===== config.mk =====
export PLATFORM = sky130hd
export DESIGN_NAME = rob_top
export DESIGN_NICKNAME = d
export VERILOG_FILES = /design/src/verilog/rob_pkg.sv /design/src/verilog/rob_ptr.sv /design/src/verilog/rob_entries.sv /design/src/verilog/rob_retire.sv /design/src/verilog/rob_top.sv
export VERILOG_INCLUDE_DIRS = /design/src /design/src/verilog
export SDC_FILE = /design/constraint.sdc
export NUM_CORES = 1
export LEC_CHECK = 0
export ABC_AREA = 1
export BUFFER_PORTS_ARGS = -buffer_cell sky130_fd_sc_hd__buf_4
export CAP_MARGIN = 20
export CORE_ASPECT_RATIO = 0.8
export CORE_MARGIN = 1
export CORE_UTILIZATION = 45
export CTS_BUF_LIST = sky130_fd_sc_hd__clkbuf_8
export DETAILED_ROUTE_END_ITERATION = 7
export GPL_ROUTABILITY_DRIVEN = 0
export SLEW_MARGIN = 10
export SYNTH_ARGS = -nofsm -noshare
export SYNTH_HDL_FRONTEND = slang
export SYNTH_SLANG_ARGS = --single-unit
export TNS_END_PERCENT = 1

===== constraint.sdc =====
create_clock -name clk_i -period 8.5 [get_ports clk_i]
set_input_delay 2.55 -clock clk_i [delete_from_list [all_inputs] [get_ports clk_i]]
set_output_delay 2.55 -clock clk_i [all_outputs]
set_load 0.005 [all_outputs]

===== src/verilog/rob_defs.svh =====
/*
 * Size constants for the reorder buffer.
 * Included by the package and by every module that sizes ports or arrays.
 */

`ifndef ROB_DEFS_SVH
`define ROB_DEFS_SVH

// ----------------------------------------------------------------------
// Pipeline widths
// ----------------------------------------------------------------------
// Instructions accepted from the dispatcher per cycle
`define ROB_DP_NUM        2
// Result bus channels
`define ROB_CDB_NUM       2
// Max instructions retired per cycle
`define ROB_RT_NUM        2

// ----------------------------------------------------------------------
// Storage sizes
// ----------------------------------------------------------------------
// Buffer depth
`define ROB_ENTRY_NUM     8
// Architectural and physical register files
`define ROB_ARCH_REG_NUM  32
`define ROB_PHY_REG_NUM   64

`endif


===== src/verilog/rob_pkg.sv =====
/*
 * Shared types of the reorder buffer: indices, tags, the entry record
 * and the structs that travel on the dispatch, result and retire ports.
 */

`default_nettype none

`include "rob_defs.svh"

package rob_pkg;

    localparam int ROB_IDX_W  = $clog2(`ROB_ENTRY_NUM);
    localparam int TAG_W      = $clog2(`ROB_PHY_REG_NUM);
    localparam int ARCH_W     = $clog2(`ROB_ARCH_REG_NUM);
    localparam int DP_CNT_W   = $clog2(`ROB_DP_NUM + 1);
    localparam int RT_CNT_W   = $clog2(`ROB_RT_NUM + 1);

    typedef logic [ROB_IDX_W-1:0] rob_idx_t;
    typedef logic [TAG_W-1:0]     tag_t;
    typedef logic [ARCH_W-1:0]    arch_reg_t;
    typedef logic [DP_CNT_W-1:0]  dp_cnt_t;
    typedef logic [RT_CNT_W-1:0]  rt_cnt_t;

    // One buffer slot
    typedef struct packed {
        logic      valid;
        logic      complete;
        arch_reg_t rd;
        tag_t      tag;
        tag_t      tag_old;
        logic      br_predict;
        logic      br_result;
    } rob_entry_t;

    // Dispatch request, only the first dp_num slots count
    typedef struct packed {
        dp_cnt_t                         dp_num;
        arch_reg_t [`ROB_DP_NUM-1:0]     rd;
        tag_t      [`ROB_DP_NUM-1:0]     tag;
        tag_t      [`ROB_DP_NUM-1:0]     tag_old;
        logic      [`ROB_DP_NUM-1:0]     br_predict;
    } dp_req_t;

    // Back to the dispatcher
    typedef struct packed {
        dp_cnt_t                     avail_num;
        rob_idx_t [`ROB_DP_NUM-1:0]  rob_idx;
    } dp_resp_t;

    // One result bus channel
    typedef struct packed {
        logic     valid;
        rob_idx_t rob_idx;
        logic     br_result;
    } cdb_t;

    // Map table write per retire slot
    typedef struct packed {
        logic      wr_en;
        arch_reg_t arch_reg;
        tag_t      phy_reg;
    } rt_amt_t;

    // Free list release, first rt_num slots count
    typedef struct packed {
        rt_cnt_t                 rt_num;
        tag_t [`ROB_RT_NUM-1:0]  phy_reg;
    } rt_fl_t;

    // Circular index step, off may not exceed the entry count
    function automatic rob_idx_t rob_idx_add(rob_idx_t base, int unsigned off);
        int unsigned sum;
        sum = int'(base) + off;
        if (sum >= `ROB_ENTRY_NUM) begin
            sum = sum - `ROB_ENTRY_NUM;
        end
        return rob_idx_t'(sum);
    endfunction

endpackage

`default_nettype wire


===== src/verilog/rob_ptr.sv =====
/*
 * Head and tail pointers of the circular buffer.
 * Produces the free-entry count seen by the dispatcher and the indices
 * handed out to this cycle's dispatch slots.
 */

`default_nettype none
`timescale 1ns/1ps

`include "rob_defs.svh"

module rob_ptr (
    input  wire logic             clk_i,
    input  wire logic             rst_i,
    input  wire logic             flush_i,
    input  wire rob_pkg::dp_cnt_t dp_num_i,
    input  wire rob_pkg::rt_cnt_t rt_num_i,
    output rob_pkg::rob_idx_t     head_o,
    output rob_pkg::rob_idx_t     tail_o,
    output rob_pkg::dp_resp_t     dp_resp_o
);
    import rob_pkg::*;

    // Wide enough for entry count plus same-cycle retires
    localparam int CNT_W = $clog2(`ROB_ENTRY_NUM + `ROB_RT_NUM + 1);

    rob_idx_t         head_q;
    rob_idx_t         tail_q;
    logic             head_wrap_q;
    logic             tail_wrap_q;
    logic             head_roll;
    logic             tail_roll;
    logic [CNT_W-1:0] used_num;
    logic [CNT_W-1:0] free_num;

    // ----------------------------------------------------------------------
    // Pointer update
    // ----------------------------------------------------------------------
    // Passing the array end flips the wrap bit
    assign head_roll = (int'(head_q) + int'(rt_num_i)) >= `ROB_ENTRY_NUM;
    assign tail_roll = (int'(tail_q) + int'(dp_num_i)) >= `ROB_ENTRY_NUM;

    always_ff @(posedge clk_i) begin
        if (rst_i || flush_i) begin
            head_q      <= '0;
            tail_q      <= '0;
            head_wrap_q <= 1'b0;
            tail_wrap_q <= 1'b0;
        end else begin
            head_q <= rob_idx_add(head_q, rt_num_i);
            tail_q <= rob_idx_add(tail_q, dp_num_i);
            if (head_roll) begin
                head_wrap_q <= ~head_wrap_q;
            end
            if (tail_roll) begin
                tail_wrap_q <= ~tail_wrap_q;
            end
        end
    end

    assign head_o = head_q;
    assign tail_o = tail_q;

    // ----------------------------------------------------------------------
    // Free count and allocation
    // ----------------------------------------------------------------------
    always_comb begin
        // Same wrap means tail is ahead in the same lap
        if (head_wrap_q == tail_wrap_q) begin
            used_num = CNT_W'(tail_q) - CNT_W'(head_q);
        end else begin
            used_num = CNT_W'(tail_q) + CNT_W'(`ROB_ENTRY_NUM) - CNT_W'(head_q);
        end
        // Entries retiring now are reusable by this dispatch
        free_num = CNT_W'(`ROB_ENTRY_NUM) - used_num + CNT_W'(rt_num_i);
        if (free_num > CNT_W'(`ROB_DP_NUM)) begin
            dp_resp_o.avail_num = dp_cnt_t'(`ROB_DP_NUM);
        end else begin
            dp_resp_o.avail_num = dp_cnt_t'(free_num);
        end
        for (int k = 0; k < `ROB_DP_NUM; k++) begin
            dp_resp_o.rob_idx[k] = rob_idx_add(tail_q, k);
        end
    end

    // Dispatcher keeps within the granted count
    a_dp_within_avail: assert property (@(posedge clk_i) disable iff (rst_i)
        dp_num_i <= dp_resp_o.avail_num);

    // Occupancy never overruns the array
    a_no_overrun: assert property (@(posedge clk_i) disable iff (rst_i)
        used_num <= CNT_W'(`ROB_ENTRY_NUM));

endmodule

`default_nettype wire


===== src/verilog/rob_entries.sv =====
/*
 * Entry storage of the reorder buffer.
 * Writes dispatched instructions at tail, marks result-bus completions
 * and clears retired or flushed entries.
 */

`default_nettype none
`timescale 1ns/1ps

`include "rob_defs.svh"

module rob_entries (
    input  wire logic                                clk_i,
    input  wire logic                                rst_i,
    input  wire logic                                flush_i,
    input  wire rob_pkg::rob_idx_t                   tail_i,
    input  wire rob_pkg::dp_req_t                    dp_req_i,
    input  wire rob_pkg::cdb_t [`ROB_CDB_NUM-1:0]    cdb_i,
    input  wire logic [`ROB_ENTRY_NUM-1:0]           rt_sel_i,
    output rob_pkg::rob_entry_t [`ROB_ENTRY_NUM-1:0] entries_o
);
    import rob_pkg::*;

    // Slot number inside one dispatch group
    localparam int DP_IW = (`ROB_DP_NUM > 1) ? $clog2(`ROB_DP_NUM) : 1;

    // Control bits
    logic [`ROB_ENTRY_NUM-1:0]      valid_q;
    logic [`ROB_ENTRY_NUM-1:0]      complete_q;
    // Payload
    arch_reg_t [`ROB_ENTRY_NUM-1:0] rd_q;
    tag_t [`ROB_ENTRY_NUM-1:0]      tag_q;
    tag_t [`ROB_ENTRY_NUM-1:0]      tag_old_q;
    logic [`ROB_ENTRY_NUM-1:0]      br_predict_q;
    logic [`ROB_ENTRY_NUM-1:0]      br_result_q;

    logic [`ROB_ENTRY_NUM-1:0]      dp_sel;
    logic [DP_IW-1:0]               dp_slot [`ROB_ENTRY_NUM];
    logic [`ROB_ENTRY_NUM-1:0]      cp_sel;
    logic [`ROB_ENTRY_NUM-1:0]      cp_result;

    // ----------------------------------------------------------------------
    // Dispatch window and result-bus match
    // ----------------------------------------------------------------------
    always_comb begin
        rob_idx_t off;
        for (int i = 0; i < `ROB_ENTRY_NUM; i++) begin
            // Distance of this entry past tail, wrapping
            off        = rob_idx_add(rob_idx_t'(i), `ROB_ENTRY_NUM - int'(tail_i));
            dp_sel[i]  = int'(off) < int'(dp_req_i.dp_num);
            dp_slot[i] = DP_IW'(off);
        end
    end

    always_comb begin
        cp_sel    = '0;
        cp_result = '0;
        for (int i = 0; i < `ROB_ENTRY_NUM; i++) begin
            for (int c = 0; c < `ROB_CDB_NUM; c++) begin
                if (cdb_i[c].valid && cdb_i[c].rob_idx == rob_idx_t'(i)) begin
                    cp_sel[i]    = 1'b1;
                    cp_result[i] = cdb_i[c].br_result;
                end
            end
        end
    end

    // ----------------------------------------------------------------------
    // Entry update
    // ----------------------------------------------------------------------
    // Priority is reset, flush, dispatch, retire, complete
    always_ff @(posedge clk_i) begin
        for (int i = 0; i < `ROB_ENTRY_NUM; i++) begin
            if (rst_i || flush_i) begin
                valid_q[i]    <= 1'b0;
                complete_q[i] <= 1'b0;
            end else if (dp_sel[i]) begin
                valid_q[i]    <= 1'b1;
                complete_q[i] <= 1'b0;
            end else if (rt_sel_i[i]) begin
                valid_q[i]    <= 1'b0;
                complete_q[i] <= 1'b0;
            end else if (cp_sel[i] && valid_q[i]) begin
                complete_q[i] <= 1'b1;
            end
        end
    end

    always_ff @(posedge clk_i) begin
        for (int i = 0; i < `ROB_ENTRY_NUM; i++) begin
            if (dp_sel[i]) begin
                rd_q[i]         <= dp_req_i.rd[dp_slot[i]];
                tag_q[i]        <= dp_req_i.tag[dp_slot[i]];
                tag_old_q[i]    <= dp_req_i.tag_old[dp_slot[i]];
                br_predict_q[i] <= dp_req_i.br_predict[dp_slot[i]];
            end else if (cp_sel[i] && valid_q[i]) begin
                br_result_q[i]  <= cp_result[i];
            end
        end
    end

    always_comb begin
        for (int i = 0; i < `ROB_ENTRY_NUM; i++) begin
            entries_o[i].valid      = valid_q[i];
            entries_o[i].complete   = complete_q[i];
            entries_o[i].rd         = rd_q[i];
            entries_o[i].tag        = tag_q[i];
            entries_o[i].tag_old    = tag_old_q[i];
            entries_o[i].br_predict = br_predict_q[i];
            entries_o[i].br_result  = br_result_q[i];
        end
    end

    // Execution units never report the same entry twice in a cycle
    for (genvar a = 0; a < `ROB_CDB_NUM; a++) begin : g_cdb_a
        for (genvar b = a + 1; b < `ROB_CDB_NUM; b++) begin : g_cdb_b
            a_cdb_distinct: assert property (@(posedge clk_i) disable iff (rst_i)
                !(cdb_i[a].valid && cdb_i[b].valid &&
                  cdb_i[a].rob_idx == cdb_i[b].rob_idx));
        end
    end

endmodule

`default_nettype wire


===== src/verilog/rob_retire.sv =====
/*
 * In-order retire selection.
 * Picks up to ROB_RT_NUM consecutive completed entries from head, detects
 * a retiring mispredicted branch and drives map table and free list.
 */

`default_nettype none
`timescale 1ns/1ps

`include "rob_defs.svh"

module rob_retire (
    input  wire rob_pkg::rob_idx_t                        head_i,
    input  wire rob_pkg::rob_entry_t [`ROB_ENTRY_NUM-1:0] entries_i,
    input  wire logic                                     exception_i,
    output logic [`ROB_ENTRY_NUM-1:0]                     rt_sel_o,
    output rob_pkg::rt_cnt_t                              rt_num_o,
    output logic                                          flush_o,
    output logic                                          br_mis_o,
    output rob_pkg::rt_amt_t [`ROB_RT_NUM-1:0]            rt_amt_o,
    output rob_pkg::rt_fl_t                               rt_fl_o
);
    import rob_pkg::*;

    rob_idx_t [`ROB_RT_NUM-1:0]   win_idx;
    rob_entry_t [`ROB_RT_NUM-1:0] win;
    logic [`ROB_RT_NUM-1:0]       rt_valid;
    logic [`ROB_RT_NUM-1:0]       rt_mis;

    // ----------------------------------------------------------------------
    // Retire window and completion chain
    // ----------------------------------------------------------------------
    always_comb begin
        for (int k = 0; k < `ROB_RT_NUM; k++) begin
            win_idx[k] = rob_idx_add(head_i, k);
            win[k]     = entries_i[win_idx[k]];
        end
    end

    // A slot retires only if every older slot does too
    always_comb begin
        logic chain;
        chain = 1'b1;
        for (int k = 0; k < `ROB_RT_NUM; k++) begin
            chain       = chain & win[k].valid & win[k].complete;
            rt_valid[k] = chain;
        end
    end

    // Thermometer to count
    always_comb begin
        rt_num_o = '0;
        for (int k = 0; k < `ROB_RT_NUM; k++) begin
            if (rt_valid[k]) begin
                rt_num_o = rt_num_o + rt_cnt_t'(1);
            end
        end
    end

    // Back to per-entry select for the storage
    always_comb begin
        rt_sel_o = '0;
        for (int k = 0; k < `ROB_RT_NUM; k++) begin
            if (rt_valid[k]) begin
                rt_sel_o[win_idx[k]] = 1'b1;
            end
        end
    end

    // ----------------------------------------------------------------------
    // Misprediction and flush
    // ----------------------------------------------------------------------
    always_comb begin
        for (int k = 0; k < `ROB_RT_NUM; k++) begin
            rt_mis[k] = rt_valid[k] && (win[k].br_predict != win[k].br_result);
        end
    end

    assign br_mis_o = |rt_mis;
    // Either cause empties the whole buffer
    assign flush_o  = exception_i | br_mis_o;

    // ----------------------------------------------------------------------
    // Map table and free list
    // ----------------------------------------------------------------------
    always_comb begin
        // Free list still sees the count on a flush cycle
        rt_fl_o.rt_num = rt_num_o;
        for (int k = 0; k < `ROB_RT_NUM; k++) begin
            // No map table writes once a mispredict retires
            rt_amt_o[k].wr_en    = rt_valid[k] & ~br_mis_o;
            rt_amt_o[k].arch_reg = win[k].rd;
            rt_amt_o[k].phy_reg  = win[k].tag;
            rt_fl_o.phy_reg[k]   = win[k].tag_old;
        end
    end

endmodule

`default_nettype wire


===== src/verilog/rob_top.sv =====
/*
 * Reorder buffer top level.
 * Connects pointer, storage and retire blocks; all ports are packed
 * structs and carry no handshake.
 */

`default_nettype none
`timescale 1ns/1ps

`include "rob_defs.svh"

module rob_top (
    input  wire logic                             clk_i,
    input  wire logic                             rst_i,
    input  wire rob_pkg::dp_req_t                 dp_req_i,
    output rob_pkg::dp_resp_t                     dp_resp_o,
    input  wire rob_pkg::cdb_t [`ROB_CDB_NUM-1:0] cdb_i,
    input  wire logic                             exception_i,
    output rob_pkg::rt_amt_t [`ROB_RT_NUM-1:0]    rt_amt_o,
    output rob_pkg::rt_fl_t                       rt_fl_o,
    output logic                                  br_mis_o
);
    import rob_pkg::*;

    // Internal nets
    rob_idx_t                         head;
    rob_idx_t                         tail;
    rt_cnt_t                          rt_num;
    logic [`ROB_ENTRY_NUM-1:0]        rt_sel;
    logic                             flush;
    rob_entry_t [`ROB_ENTRY_NUM-1:0]  entries;

    // ----------------------------------------------------------------------
    // Pointers
    // ----------------------------------------------------------------------
    rob_ptr u_ptr (
        .clk_i     (clk_i),
        .rst_i     (rst_i),
        .flush_i   (flush),
        .dp_num_i  (dp_req_i.dp_num),
        .rt_num_i  (rt_num),
        .head_o    (head),
        .tail_o    (tail),
        .dp_resp_o (dp_resp_o)
    );

    // Entry array
    rob_entries u_entries (
        .clk_i     (clk_i),
        .rst_i     (rst_i),
        .flush_i   (flush),
        .tail_i    (tail),
        .dp_req_i  (dp_req_i),
        .cdb_i     (cdb_i),
        .rt_sel_i  (rt_sel),
        .entries_o (entries)
    );

    // Retire and flush
    rob_retire u_retire (
        .head_i      (head),
        .entries_i   (entries),
        .exception_i (exception_i),
        .rt_sel_o    (rt_sel),
        .rt_num_o    (rt_num),
        .flush_o     (flush),
        .br_mis_o    (br_mis_o),
        .rt_amt_o    (rt_amt_o),
        .rt_fl_o     (rt_fl_o)
    );

endmodule

`default_nettype wire


==> impl_metrics.py, run 1 <==
metrics = {
    "status": {
        "status": "complete, no violations",
    },
    "yosys": {
        "post-synth-top-count-cell": "sky130_fd_sc_hd__nand2_1",
        "yosys_warnings": 0,
        "synth.net_count": 1131,
        "yosys.area_share.adder_pct": 3.40,
        "synth_largest_area_cell": "sky130_fd_sc_hd__edfxtp_1",
        "seq_area_frac_synth_pct": 53.9,
        "cell_variety_after_synth": 36,
        "synth_area_um2": 9350,
        "ys_seq_elements": 176,
        "async_reset_ff_share_pct": 0,
        "synthDominantCellAreaShare_pct": 48.8,
        "post_synth_and_or_nand_nor_area_fraction_pct": 20.7,
        "synth_edf_count": 152,
        "syn_inst_count": 1057,
        "synth-compound-area-share_pct": 12.9,
        "synth.cells.most_frequent": "sky130_fd_sc_hd__nand2_1, sky130_fd_sc_hd__edfxtp_1, sky130_fd_sc_hd__inv_1",
        "synth_xor_area_share_pct": 1.12,
        "ys.flop_type": "sky130_fd_sc_hd__edfxtp_1",
        "post_synth_mux_area_share_pct": 0,
        "synthTopCellsByArea": "sky130_fd_sc_hd__edfxtp_1, sky130_fd_sc_hd__nand2_1, sky130_fd_sc_hd__inv_1, sky130_fd_sc_hd__dfxtp_1, sky130_fd_sc_hd__o21ai_0",
        "postSynthAreaPerCell_um2": 8.85,
        "synth_top_family_by_area": "simple AND/OR/NAND/NOR gates",
    },
    "clock_tree": {
        "cts_hold_repair.buffers": 0,
        "max-clock-path-buffers": 2,
        "cts_tree": "built",
        "worst_skew_pair.late_latency_ns": 0.48,
        "clock_tree.root_cell": "sky130_fd_sc_hd__clkbuf_8",
        "num_cts_buffers": 17,
        "clkSlewWorstSetupHoldPaths_ns": 0.10,
        "cts_htree_levels": 4,
        "number_of_gates_resized_after_cts": 0,
        "post_cts_setup_buffer_count": 0,
        "clock-sinks": 176,
    },
    "power_and_ir_drop": {
        "power.share.clock_pct": 31.2,
        "power_density_nw_per_um2": 181,
        "power.share.combinational_pct": 14.0,
        "internal_power_mw": 1.40,
        "seqPwrFrac_pct": 54.8,
        "switchingPower_mw": 0.546,
        "total_leakage_power_nw": 4.54,
        "power.share.switching_pct": 28.0,
        "power.ir.vdd_worst_mv": 0.0847,
    },
    "worst_setup_path": {
        "timing.critical_path.fanout_max": 30,
        "critical_path.cell_chain": "buf_4 -> ha_1 -> inv_1 -> nor2_1 -> nand2_1 -> nand2_1 -> nor2_4 -> inv_1 -> nor2_2 -> ha_1 -> ha_1 -> inv_1 -> nor2_1 -> o21ai_0 -> xor2_1 -> xor2_1 -> nand2_1 -> nor3_1 -> buf_4",
        "crit_required_ns": 5.95,
        "worst-endpoint-arrival_ns": 4.33,
        "setup.worst_path.start_class": "flop",
        "critical_path.reg2reg.endpoint": "u_ptr.head_o[2]",
        "stage_delay_of_the_slowest_cell_on_the_critical_path_ns": 0.67,
        "rr_startpoint": "u_ptr.head_o[0]",
        "worst-setup-path-type": "reg2out",
        "cp-end-kind": "primary output",
        "worst-r2r-setup-slack_ns": 5.01,
        "worst-r2r-cell-count": 17,
        "worst_path_max_delay_cell": "sky130_fd_sc_hd__dfxtp_1",
    },
    "route": {
        "residual_drc_count": 0,
        "drt-total-wl_um": 28700,
        "drc_violation_total_after_the_first_tritonroute_iteration": 878,
        "detail_route.vias_per_cell": 5.64,
        "detailedRoute.firstPassIterationCount": 5,
        "drt-wirelength-per-cell_um": 20.1,
        "drt.antenna.violating_nets": 0,
        "vias_after_detailed_routing": 8046,
    },
    "sta": {
        "setup_viol_count_final": 0,
        "report.final.hold_viol_count": 0,
        "finalHoldWorstSlack_ns": 0.559,
        "final.period_utilization_pct": 80.9,
        "grt_setup_unrepaired": "false",
        "layout_min_cycle_time_ns": 6.88,
        "slew_violations": 0,
        "relSlewSlack_pct": 26.3,
        "worst-slew-pin-transition_ns": 1.10,
        "fin_worst_skew_ns": 0.0119,
        "final.setup.tns_ns": 0,
        "fmax_ghz": 0.145,
    },
    "floorplan": {
        "io_pins": 98,
        "die_area_um2": 21400,
        "core_um2": 20100,
        "floorplan_die_height_um": 131,
        "core.rowCount": 46,
        "start_util_pct": 46.6,
        "die-width_um": 163,
    },
    "global_route": {
        "gr-total-overflow": 0,
        "grt_antenna_before_repair": 1,
        "grt_pass1_vias": 7042,
        "grt_max_degree": 41,
        "grt_pass1_wl_um": 42500,
        "grt_util_all_layers_pct": 27.7,
    },
    "worst_hold_path": {
        "hold-path-endpoint": "u_ptr.tail_wrap_q",
        "min-delay-path-class": "reg2reg",
        "min-delay-start": "u_ptr.tail_wrap_q",
        "hold_path_depth": 3,
    },
    "cells_and_area": {
        "layout-drive-gt1-share_pct": 13.8,
        "final_nets": 1224,
        "diodes": 0,
        "synthToLayoutAreaGrowth_pct": 14.8,
    },
    "placed_design": {
        "port-buffer-count": 97,
        "dp_hpwl_um": 18700,
    },
    "job": {
        "drv.max_cap_violation_count": 0,
    },
}
-- metrics by stage --
stage | worst slack (ns) | cells | utilization, % | cell area [um^2] | power [mW]
floorplan | 2.96 | 1057 | - | 9350 | 1.22
global placement | 2.28 | 1395 | 51.4 | 10300 | 1.35
detailed placement | 2.14 | 1395 | 51.4 | 10300 | 1.36
CTS | 1.63 | 1427 | 53.5 | 10700 | 1.95
global route | 1.27 | 1427 | 53.5 | 10700 | 2.02
finish | 1.62 | 1427 | 53.5 | 10700 | 1.95
-- critical path: cells and delay by family (launching register included) --
family	cells	cell delay (ns)
adder cells (fa/ha/maj)	3	0.86
AND/OR/NAND/NOR	8	0.83
AO/OA/AOI/OAI	1	0.19
flip-flops	1	0.67
XOR/XNOR	2	0.41
buffers and inverters	5	0.88
-- metal layers --
metal,wire [um],part of all wire [%],vias up,GRT usage (%)
li1,-,-,3770,-
met1,12800,45,3783,41.2
met2,12300,43,446,39.7
met3,3060,11,45,6.12
met4,433,1.5,2,8.85
met5,44,0.15,-,1.59
-- cells in the final DEF, fill, tap and decap left out, types with 2 or more instances in the layout --
master                      count
sky130_fd_sc_hd__a211oi_1       4
sky130_fd_sc_hd__nand3b_1       2
sky130_fd_sc_hd__inv_1        139
sky130_fd_sc_hd__buf_4        107
sky130_fd_sc_hd__nor2_2         2
sky130_fd_sc_hd__o2bb2ai_1     11
sky130_fd_sc_hd__nor2_1        73
sky130_fd_sc_hd__nand2_1      335
sky130_fd_sc_hd__nand2_2        7
sky130_fd_sc_hd__inv_6          7
sky130_fd_sc_hd__o22ai_1       26
sky130_fd_sc_hd__xor2_1         8
sky130_fd_sc_hd__nand3_1       31
sky130_fd_sc_hd__bufinv_16      2
sky130_fd_sc_hd__o21ai_0       70
sky130_fd_sc_hd__xnor2_1        4
sky130_fd_sc_hd__nand3_2        2
sky130_fd_sc_hd__a21oi_1       29
sky130_fd_sc_hd__a221oi_1      29
sky130_fd_sc_hd__ha_1          19
sky130_fd_sc_hd__o2111ai_1      3
sky130_fd_sc_hd__a22oi_1       10
sky130_fd_sc_hd__edfxtp_1     152
sky130_fd_sc_hd__nand4_1       14
sky130_fd_sc_hd__nor3_1         3
sky130_fd_sc_hd__nor2_4         3
sky130_fd_sc_hd__o211ai_1       3
sky130_fd_sc_hd__a22o_1         4
sky130_fd_sc_hd__dfxtp_1       24
sky130_fd_sc_hd__nor3_2         4
sky130_fd_sc_hd__inv_2          2
sky130_fd_sc_hd__clkinv_1       5
sky130_fd_sc_hd__fa_1           4
sky130_fd_sc_hd__clkbuf_8      17
-- logic make-up (layout without fill, tap and decap cells) --
kind of cell / count (synthesis) / in the layout
AO/OA/AOI/OAI: 190 / 190
XOR/XNOR: 12 / 12
adder cells (fa/ha/maj): 23 / 23
buffers and inverters: 178 / 284
flip-flops: 176 / 176
AND/OR/NAND/NOR: 478 / 478
-- registers in the layout, summed over array words and instances (netlist names) --
| signal | cells |
|---|---|
| u_entries.entries_o | 136 |
| u_entries.br_predict_q | 8 |
| u_entries.br_result_q | 8 |
| u_entries.complete_q | 8 |
| u_entries.valid_q | 8 |
| u_ptr.head_o | 3 |
| u_ptr.tail_o | 3 |
| u_ptr.head_wrap_q | 1 |
| u_ptr.tail_wrap_q | 1 |
-- power by group through the flow --
stage	combinational [mW]	clock, mW	sequential [mW]
5_1_grt	0.298	0.648	1.07
3_5_place_dp	0.272	0	1.09
6_report	0.272	0.608	1.07
4_1_cts	0.272	0.612	1.07
2_1_floorplan	0.140	0	1.08
3_3_place_gp	0.268	0	1.09
-- worst max-delay path by stage --
stage | start | endpoint | slack (ns) | cells past startpoint
final | u_ptr.head_o[0] | dp_resp_o[6] | 1.62 | 19
after global routing | u_ptr.head_o[0] | dp_resp_o[6] | 1.27 | 20
after CTS | u_ptr.head_o[0] | dp_resp_o[6] | 1.63 | 19
after detailed placement | u_ptr.head_o[0] | dp_resp_o[6] | 2.14 | 19
after global placement | u_ptr.head_o[0] | dp_resp_o[6] | 2.28 | 19
after floorplan | u_ptr.tail_o[0] | dp_resp_o[6] | 2.96 | 15
-- area by class of cell --
cell class	count	area (um^2)
clock buffers	17	234
fillers	1839	9350
clock inverters	15	174
well taps	264	330
repair buffers	107	803
flip-flops and latches	176	5040
inverters	145	544
multi-input cells	703	3610
Note: power is estimated with default switching activity, not from simulation.
==> inputs of run 2 (changes only) <==
==> constraint.sdc (replaced) <==
create_clock -name clk_i -period 6.6 [get_ports clk_i]
set_input_delay 1.98 -clock clk_i [delete_from_list [all_inputs] [get_ports clk_i]]
set_output_delay 1.98 -clock clk_i [all_outputs]
set_load 0.005 [all_outputs]
==> impl_metrics.py, run 2 (synthesized netlist as in run 1, its figures left out) <==
metrics = {
    "job": {
        "drv.max_cap_violation_count": 0,
    },
    "floorplan": {
        "floorplan_die_height_um": 131,
        "die_area_um2": 21400,
        "io_pins": 98,
        "core_um2": 20100,
        "core.rowCount": 46,
        "die-width_um": 163,
        "start_util_pct": 46.6,
    },
    "sta": {
        "final.setup.tns_ns": 0,
        "final.period_utilization_pct": 91.5,
        "setup_viol_count_final": 0,
        "slew_violations": 0,
        "relSlewSlack_pct": 21.6,
        "fmax_ghz": 0.166,
        "postLayoutSetupSlackWorst_ns": 0.564,
        "layout_min_cycle_time_ns": 6.04,
        "grt_setup_unrepaired": "false",
        "report.final.hold_viol_count": 0,
        "worst-slew-pin-transition_ns": 1.18,
        "fin_worst_skew_ns": 0.0107,
    },
    "global_route": {
        "grt.met3_usage_pct": 4.45,
        "grt_max_degree": 41,
        "globalRoute.busiestLayer": "met1",
        "met1_usage_in_global_routing_pct": 41.5,
        "gr-total-overflow": 0,
        "use_met2_pct": 40.8,
        "grt_antenna_before_repair": 0,
        "grt_util_all_layers_pct": 27.6,
        "grt_pass1_vias": 7123,
        "grt_pass1_wl_um": 42400,
    },
    "worst_setup_path": {
        "setup.worst_path.start_class": "flop",
        "timing.critical_path.fanout_max": 17,
        "rr_startpoint": "u_ptr.head_o[1]",
        "worst_path_max_delay_cell": "sky130_fd_sc_hd__dfxtp_1",
        "worstPathBufferInverterCount": 4,
        "stage_delay_of_the_slowest_cell_on_the_critical_path_ns": 0.75,
        "crit_required_ns": 4.62,
        "path_delay_family": "adder cells",
        "critical_path.cell_chain": "ha_1 -> inv_1 -> nor2_1 -> nand2_1 -> nand2_1 -> nor2_4 -> inv_1 -> nor2_2 -> ha_1 -> inv_1 -> ha_1 -> nor2_1 -> o21ai_0 -> xor2_1 -> xor2_1 -> nand2_1 -> nor3_1 -> buf_4",
        "worst-setup-path-type": "reg2out",
        "worst-r2r-cell-count": 13,
        "worst-r2r-setup-slack_ns": 3.39,
        "worst-endpoint-arrival_ns": 4.06,
        "cp-end-kind": "primary output",
        "critical_path.reg2reg.endpoint": "u_ptr.head_o[2]",
    },
    "cells_and_area": {
        "most_frequent_cells_in_the_layout": "sky130_fd_sc_hd__nand2_1, sky130_fd_sc_hd__edfxtp_1, sky130_fd_sc_hd__inv_1, sky130_fd_sc_hd__buf_4, sky130_fd_sc_hd__nor2_1",
        "diodes": 0,
        "fin_area_um2": 10800,
        "final_nets": 1226,
        "synthToLayoutAreaGrowth_pct": 15.3,
        "layout-drive-gt1-share_pct": 13.9,
        "fillCellCount": 1865,
        "layoutNonFillerInstCount": 1429,
        "final_common_cell": "sky130_fd_sc_hd__nand2_1",
        "largest_reg_flops": 136,
    },
    "clock_tree": {
        "worst_skew_pair.late_latency_ns": 0.48,
        "clock_tree.root_cell": "sky130_fd_sc_hd__clkbuf_8",
        "number_of_gates_resized_after_cts": 0,
        "post_cts_setup_buffer_count": 0,
        "clock-sinks": 176,
        "cts_htree_levels": 4,
        "num_cts_buffers": 17,
        "clkSlewWorstSetupHoldPaths_ns": 0.10,
        "cts_hold_repair.buffers": 0,
        "cts_tree": "built",
        "max-clock-path-buffers": 2,
    },
    "placed_design": {
        "port-buffer-count": 97,
        "placement.cell_area_um2": 10400,
        "dp_hpwl_um": 19200,
        "preCtsSetupSlack_ns": 1.12,
        "placed_instances": 1397,
    },
    "power_and_ir_drop": {
        "total_leakage_power_nw": 4.56,
        "power.ir.vdd_worst_mv": 0.164,
        "power_density_nw_per_um2": 236,
    },
    "route": {
        "residual_drc_count": 0,
        "drc_violation_total_after_the_first_tritonroute_iteration": 774,
        "vias_after_detailed_routing": 8022,
        "drt-wirelength-per-cell_um": 20.2,
        "drt-total-wl_um": 28800,
        "detailedRoute.firstPassIterationCount": 7,
        "drt.antenna.violating_nets": 0,
        "detail_route.vias_per_cell": 5.61,
    },
    "status": {
        "status": "complete, no violations",
    },
    "worst_hold_path": {
        "min-delay-start": "u_entries.valid_q[0]",
        "hold-path-endpoint": "u_entries.valid_q[0]",
        "hold_path_depth": 2,
        "min-delay-path-class": "reg2reg",
    },
}
## run 2: through the flow
step | power, mW | util, % | hold slack, ns
after global placement | 1.74 | 51.4 | 0.530
after global routing | 2.64 | 53.7 | 0.578
after CTS | 2.55 | 53.7 | 0.546
after floorplan | 1.57 | - | 0.481
final | 2.54 | 53.7 | 0.550
after detailed placement | 1.75 | 51.6 | 0.532
## run 2: area by class of cell
class | instances | area, um^2 | area share (%)
flip-flops and latches | 176 | 5040 | 46.8
multi-input cells | 703 | 3600 | 33.4
repair buffers | 109 | 838 | 7.77
inverters | 145 | 544 | 5.05
well taps | 264 | 330 | 3.06
clock buffers | 17 | 234 | 2.17
clock inverters | 15 | 196 | 1.82
## run 2: power by group
| group | internal, mW | switching [mW] | leakage [nW] |
|---|---|---|---|
| combinational | 0.130 | 0.225 | 2.73 |
| clock | 0.388 | 0.428 | 0.215 |
| sequential | 1.33 | 0.0421 | 1.62 |
## run 2: worst max path at each step
| stage | startpoint | to | slack (ns) | cells past startpoint |
|---|---|---|---|---|
| after floorplan | u_ptr.tail_o[0] | dp_resp_o[6] | 1.63 | 15 |
| final | u_ptr.head_o[1] | dp_resp_o[6] | 0.56 | 18 |
| after global routing | u_ptr.head_o[1] | dp_resp_o[6] | 0.20 | 18 |
| after global placement | u_ptr.head_o[1] | dp_resp_o[6] | 1.20 | 18 |
| after detailed placement | u_ptr.head_o[1] | dp_resp_o[6] | 1.12 | 18 |
| after CTS | u_ptr.head_o[1] | dp_resp_o[6] | 0.58 | 18 |
## run 2: worst min-delay path: stages, from the launching register on
cell                      delay (ns)
sky130_fd_sc_hd__dfxtp_1        0.37
sky130_fd_sc_hd__nand3_1        0.10
sky130_fd_sc_hd__a21oi_1        0.05
## run 2: per-layer routing
layer	routed length, um	part of all wire [%]	vias to the layer above
met3	2990	10	32
met1	12900	45	3770
met4	367	1.3	0
met2	12600	44	450
met5	0	0	-
li1	-	-	3770
==> inputs of run 3 (changes only) <==
--- a/config.mk
+++ b/config.mk
@@ -7,14 +7,16 @@
 export NUM_CORES = 1
 export LEC_CHECK = 0
 export ABC_AREA = 1
+export ABC_CLOCK_PERIOD_IN_PS = 6600
 export BUFFER_PORTS_ARGS = -buffer_cell sky130_fd_sc_hd__buf_4
 export CAP_MARGIN = 20
 export CORE_ASPECT_RATIO = 0.8
 export CORE_MARGIN = 1
-export CORE_UTILIZATION = 45
+export CORE_UTILIZATION = 55
 export CTS_BUF_LIST = sky130_fd_sc_hd__clkbuf_8
 export DETAILED_ROUTE_END_ITERATION = 7
 export GPL_ROUTABILITY_DRIVEN = 0
+export PLACE_DENSITY = 0.75
 export SLEW_MARGIN = 10
 export SYNTH_ARGS = -nofsm -noshare
 export SYNTH_HDL_FRONTEND = slang
==> impl_metrics.py, run 3 (synthesized netlist as in run 1, its figures left out) <==
metrics = {
    "sta": {
        "final.setup.tns_ns": 0,
        "report.final.hold_viol_count": 0,
        "grt_setup_unrepaired": "false",
        "final.period_utilization_pct": 91.4,
        "finalHoldWorstSlack_ns": 0.544,
        "fmax_ghz": 0.166,
        "setup_viol_count_final": 0,
        "slew_violations": 0,
        "layout_min_cycle_time_ns": 6.03,
        "worst-slew-pin-transition_ns": 1.20,
        "relSlewSlack_pct": 20.0,
        "fin_worst_skew_ns": 0.00702,
    },
    "cells_and_area": {
        "final_common_cell": "sky130_fd_sc_hd__nand2_1",
        "layout-drive-gt1-share_pct": 13.7,
        "final_nets": 1226,
        "largest_reg_flops": 136,
        "synthToLayoutAreaGrowth_pct": 14.3,
        "finalCoreUtilization_pct": 64.4,
        "most_frequent_cells_in_the_layout": "sky130_fd_sc_hd__nand2_1, sky130_fd_sc_hd__edfxtp_1, sky130_fd_sc_hd__inv_1, sky130_fd_sc_hd__buf_4, sky130_fd_sc_hd__nor2_1",
        "diodes": 0,
    },
    "worst_setup_path": {
        "timing.critical_path.fanout_max": 17,
        "rr_startpoint": "u_ptr.tail_o[0]",
        "critical_path.reg2reg.endpoint": "u_entries.br_result_q[6]",
        "crit_required_ns": 4.62,
        "worst-r2r-cell-count": 9,
        "worst-endpoint-arrival_ns": 4.05,
        "setup.worst_path.start_class": "flop",
        "worst_path_max_delay_cell": "sky130_fd_sc_hd__dfxtp_1",
        "cp-end-kind": "primary output",
        "stage_delay_of_the_slowest_cell_on_the_critical_path_ns": 0.72,
        "worst-setup-path-type": "reg2out",
        "worst-r2r-setup-slack_ns": 3.41,
        "critical_path.cell_chain": "ha_1 -> inv_1 -> nor2_1 -> nand2_1 -> nand2_1 -> nor2_4 -> inv_1 -> nor2_2 -> ha_1 -> ha_1 -> inv_1 -> nor2_1 -> o21ai_0 -> xor2_1 -> xor2_1 -> nand2_1 -> nor3_1 -> buf_4",
    },
    "clock_tree": {
        "clock-sinks": 176,
        "num_cts_buffers": 17,
        "cts_tree": "built",
        "cts_htree_levels": 4,
        "number_of_gates_resized_after_cts": 0,
        "post_cts_setup_buffer_count": 0,
        "cts_hold_repair.buffers": 0,
        "worst_skew_pair.late_latency_ns": 0.46,
        "clock_tree.root_cell": "sky130_fd_sc_hd__clkbuf_8",
        "max-clock-path-buffers": 2,
        "clkSlewWorstSetupHoldPaths_ns": 0.09,
    },
    "floorplan": {
        "core.rowCount": 42,
        "die-width_um": 148,
        "io_pins": 98,
        "floorplan_die_height_um": 119,
        "start_util_pct": 56.3,
        "core_um2": 16600,
        "die_area_um2": 17500,
    },
    "route": {
        "drc_violation_total_after_the_first_tritonroute_iteration": 1075,
        "drt.antenna.violating_nets": 0,
        "detail_route.vias_per_cell": 5.89,
        "vias_after_detailed_routing": 8160,
        "residual_drc_count": 0,
        "detailedRoute.firstPassIterationCount": 5,
        "drt-wirelength-per-cell_um": 19.5,
        "drt-total-wl_um": 26900,
    },
    "worst_hold_path": {
        "hold_path_depth": 2,
        "min-delay-path-class": "reg2reg",
        "hold-path-endpoint": "u_entries.valid_q[0]",
        "min-delay-start": "u_entries.valid_q[0]",
    },
    "job": {
        "drv.max_cap_violation_count": 0,
    },
    "global_route": {
        "grt_pass1_vias": 7701,
        "grt_antenna_before_repair": 0,
        "grt_pass1_wl_um": 41000,
        "grt_util_all_layers_pct": 31.6,
        "gr-total-overflow": 0,
        "grt_max_degree": 41,
    },
    "power_and_ir_drop": {
        "power.ir.vdd_worst_mv": 0.192,
        "total_leakage_power_nw": 4.55,
        "power_density_nw_per_um2": 233,
        "total_power_mw": 2.49,
    },
    "placed_design": {
        "port-buffer-count": 97,
        "dp_hpwl_um": 17900,
    },
    "status": {
        "status": "complete, no violations",
    },
}
==> run 3: layout make-up <==
type,count,area [um^2]
clock buffers,17,234
repair buffers,109,818
multi-input cells,703,3600
flip-flops and latches,176,5040
well taps,220,275
clock inverters,15,171
inverters,145,544
fillers,1429,5920
==> run 3: worst max path at each step <==
stage / start / to / slack (ns) / depth (start not counted)
2_1_floorplan: u_ptr.tail_o[0] / dp_resp_o[6] / 1.63 / 15
4_1_cts: u_ptr.head_o[1] / dp_resp_o[6] / 0.59 / 18
3_5_place_dp: u_ptr.head_o[1] / dp_resp_o[6] / 1.11 / 18
3_3_place_gp: u_ptr.head_o[1] / dp_resp_o[6] / 1.23 / 18
6_report: u_ptr.head_o[1] / dp_resp_o[6] / 0.57 / 18
5_1_grt: u_ptr.head_o[1] / dp_resp_o[6] / 0.17 / 18
==> run 3: metrics by stage <==
step,worst slack [ns],instance area (um^2),instances
2_1_floorplan,1.63,9350,1057
4_1_cts,0.591,10700,1385
6_report,0.566,10700,1385
3_5_place_dp,1.11,10300,1353
3_3_place_gp,1.23,10300,1353
5_1_grt,0.175,10700,1385
==> run 3: worst max-delay path, delay by kind of cell (launching register included) <==
family	cells	cell delay, ns
flops	1	0.72
simple gates	8	0.82
xor+xnor	2	0.40
compound gates	1	0.23
fa+ha+maj	3	0.94
buf+inv	4	0.46
==> run 3: power by group <==
part           total, mW  internal [mW]  leakage, nW  switching (mW)
combinational      0.347          0.124         2.72           0.222
sequential          1.38           1.33         1.62          0.0443
clock              0.763          0.373        0.214           0.390
total               2.49           1.83         4.55           0.657
==> run 3: layer usage <==
metal	up-vias	share of wire [%]	wire, um	track usage (%)
li1	3771	-	-	-
met1	3788	40	10700	44.8
met2	544	45	12200	47.7
met3	57	13	3520	6.68
met4	0	2.1	576	12.0
met5	-	0	0	0
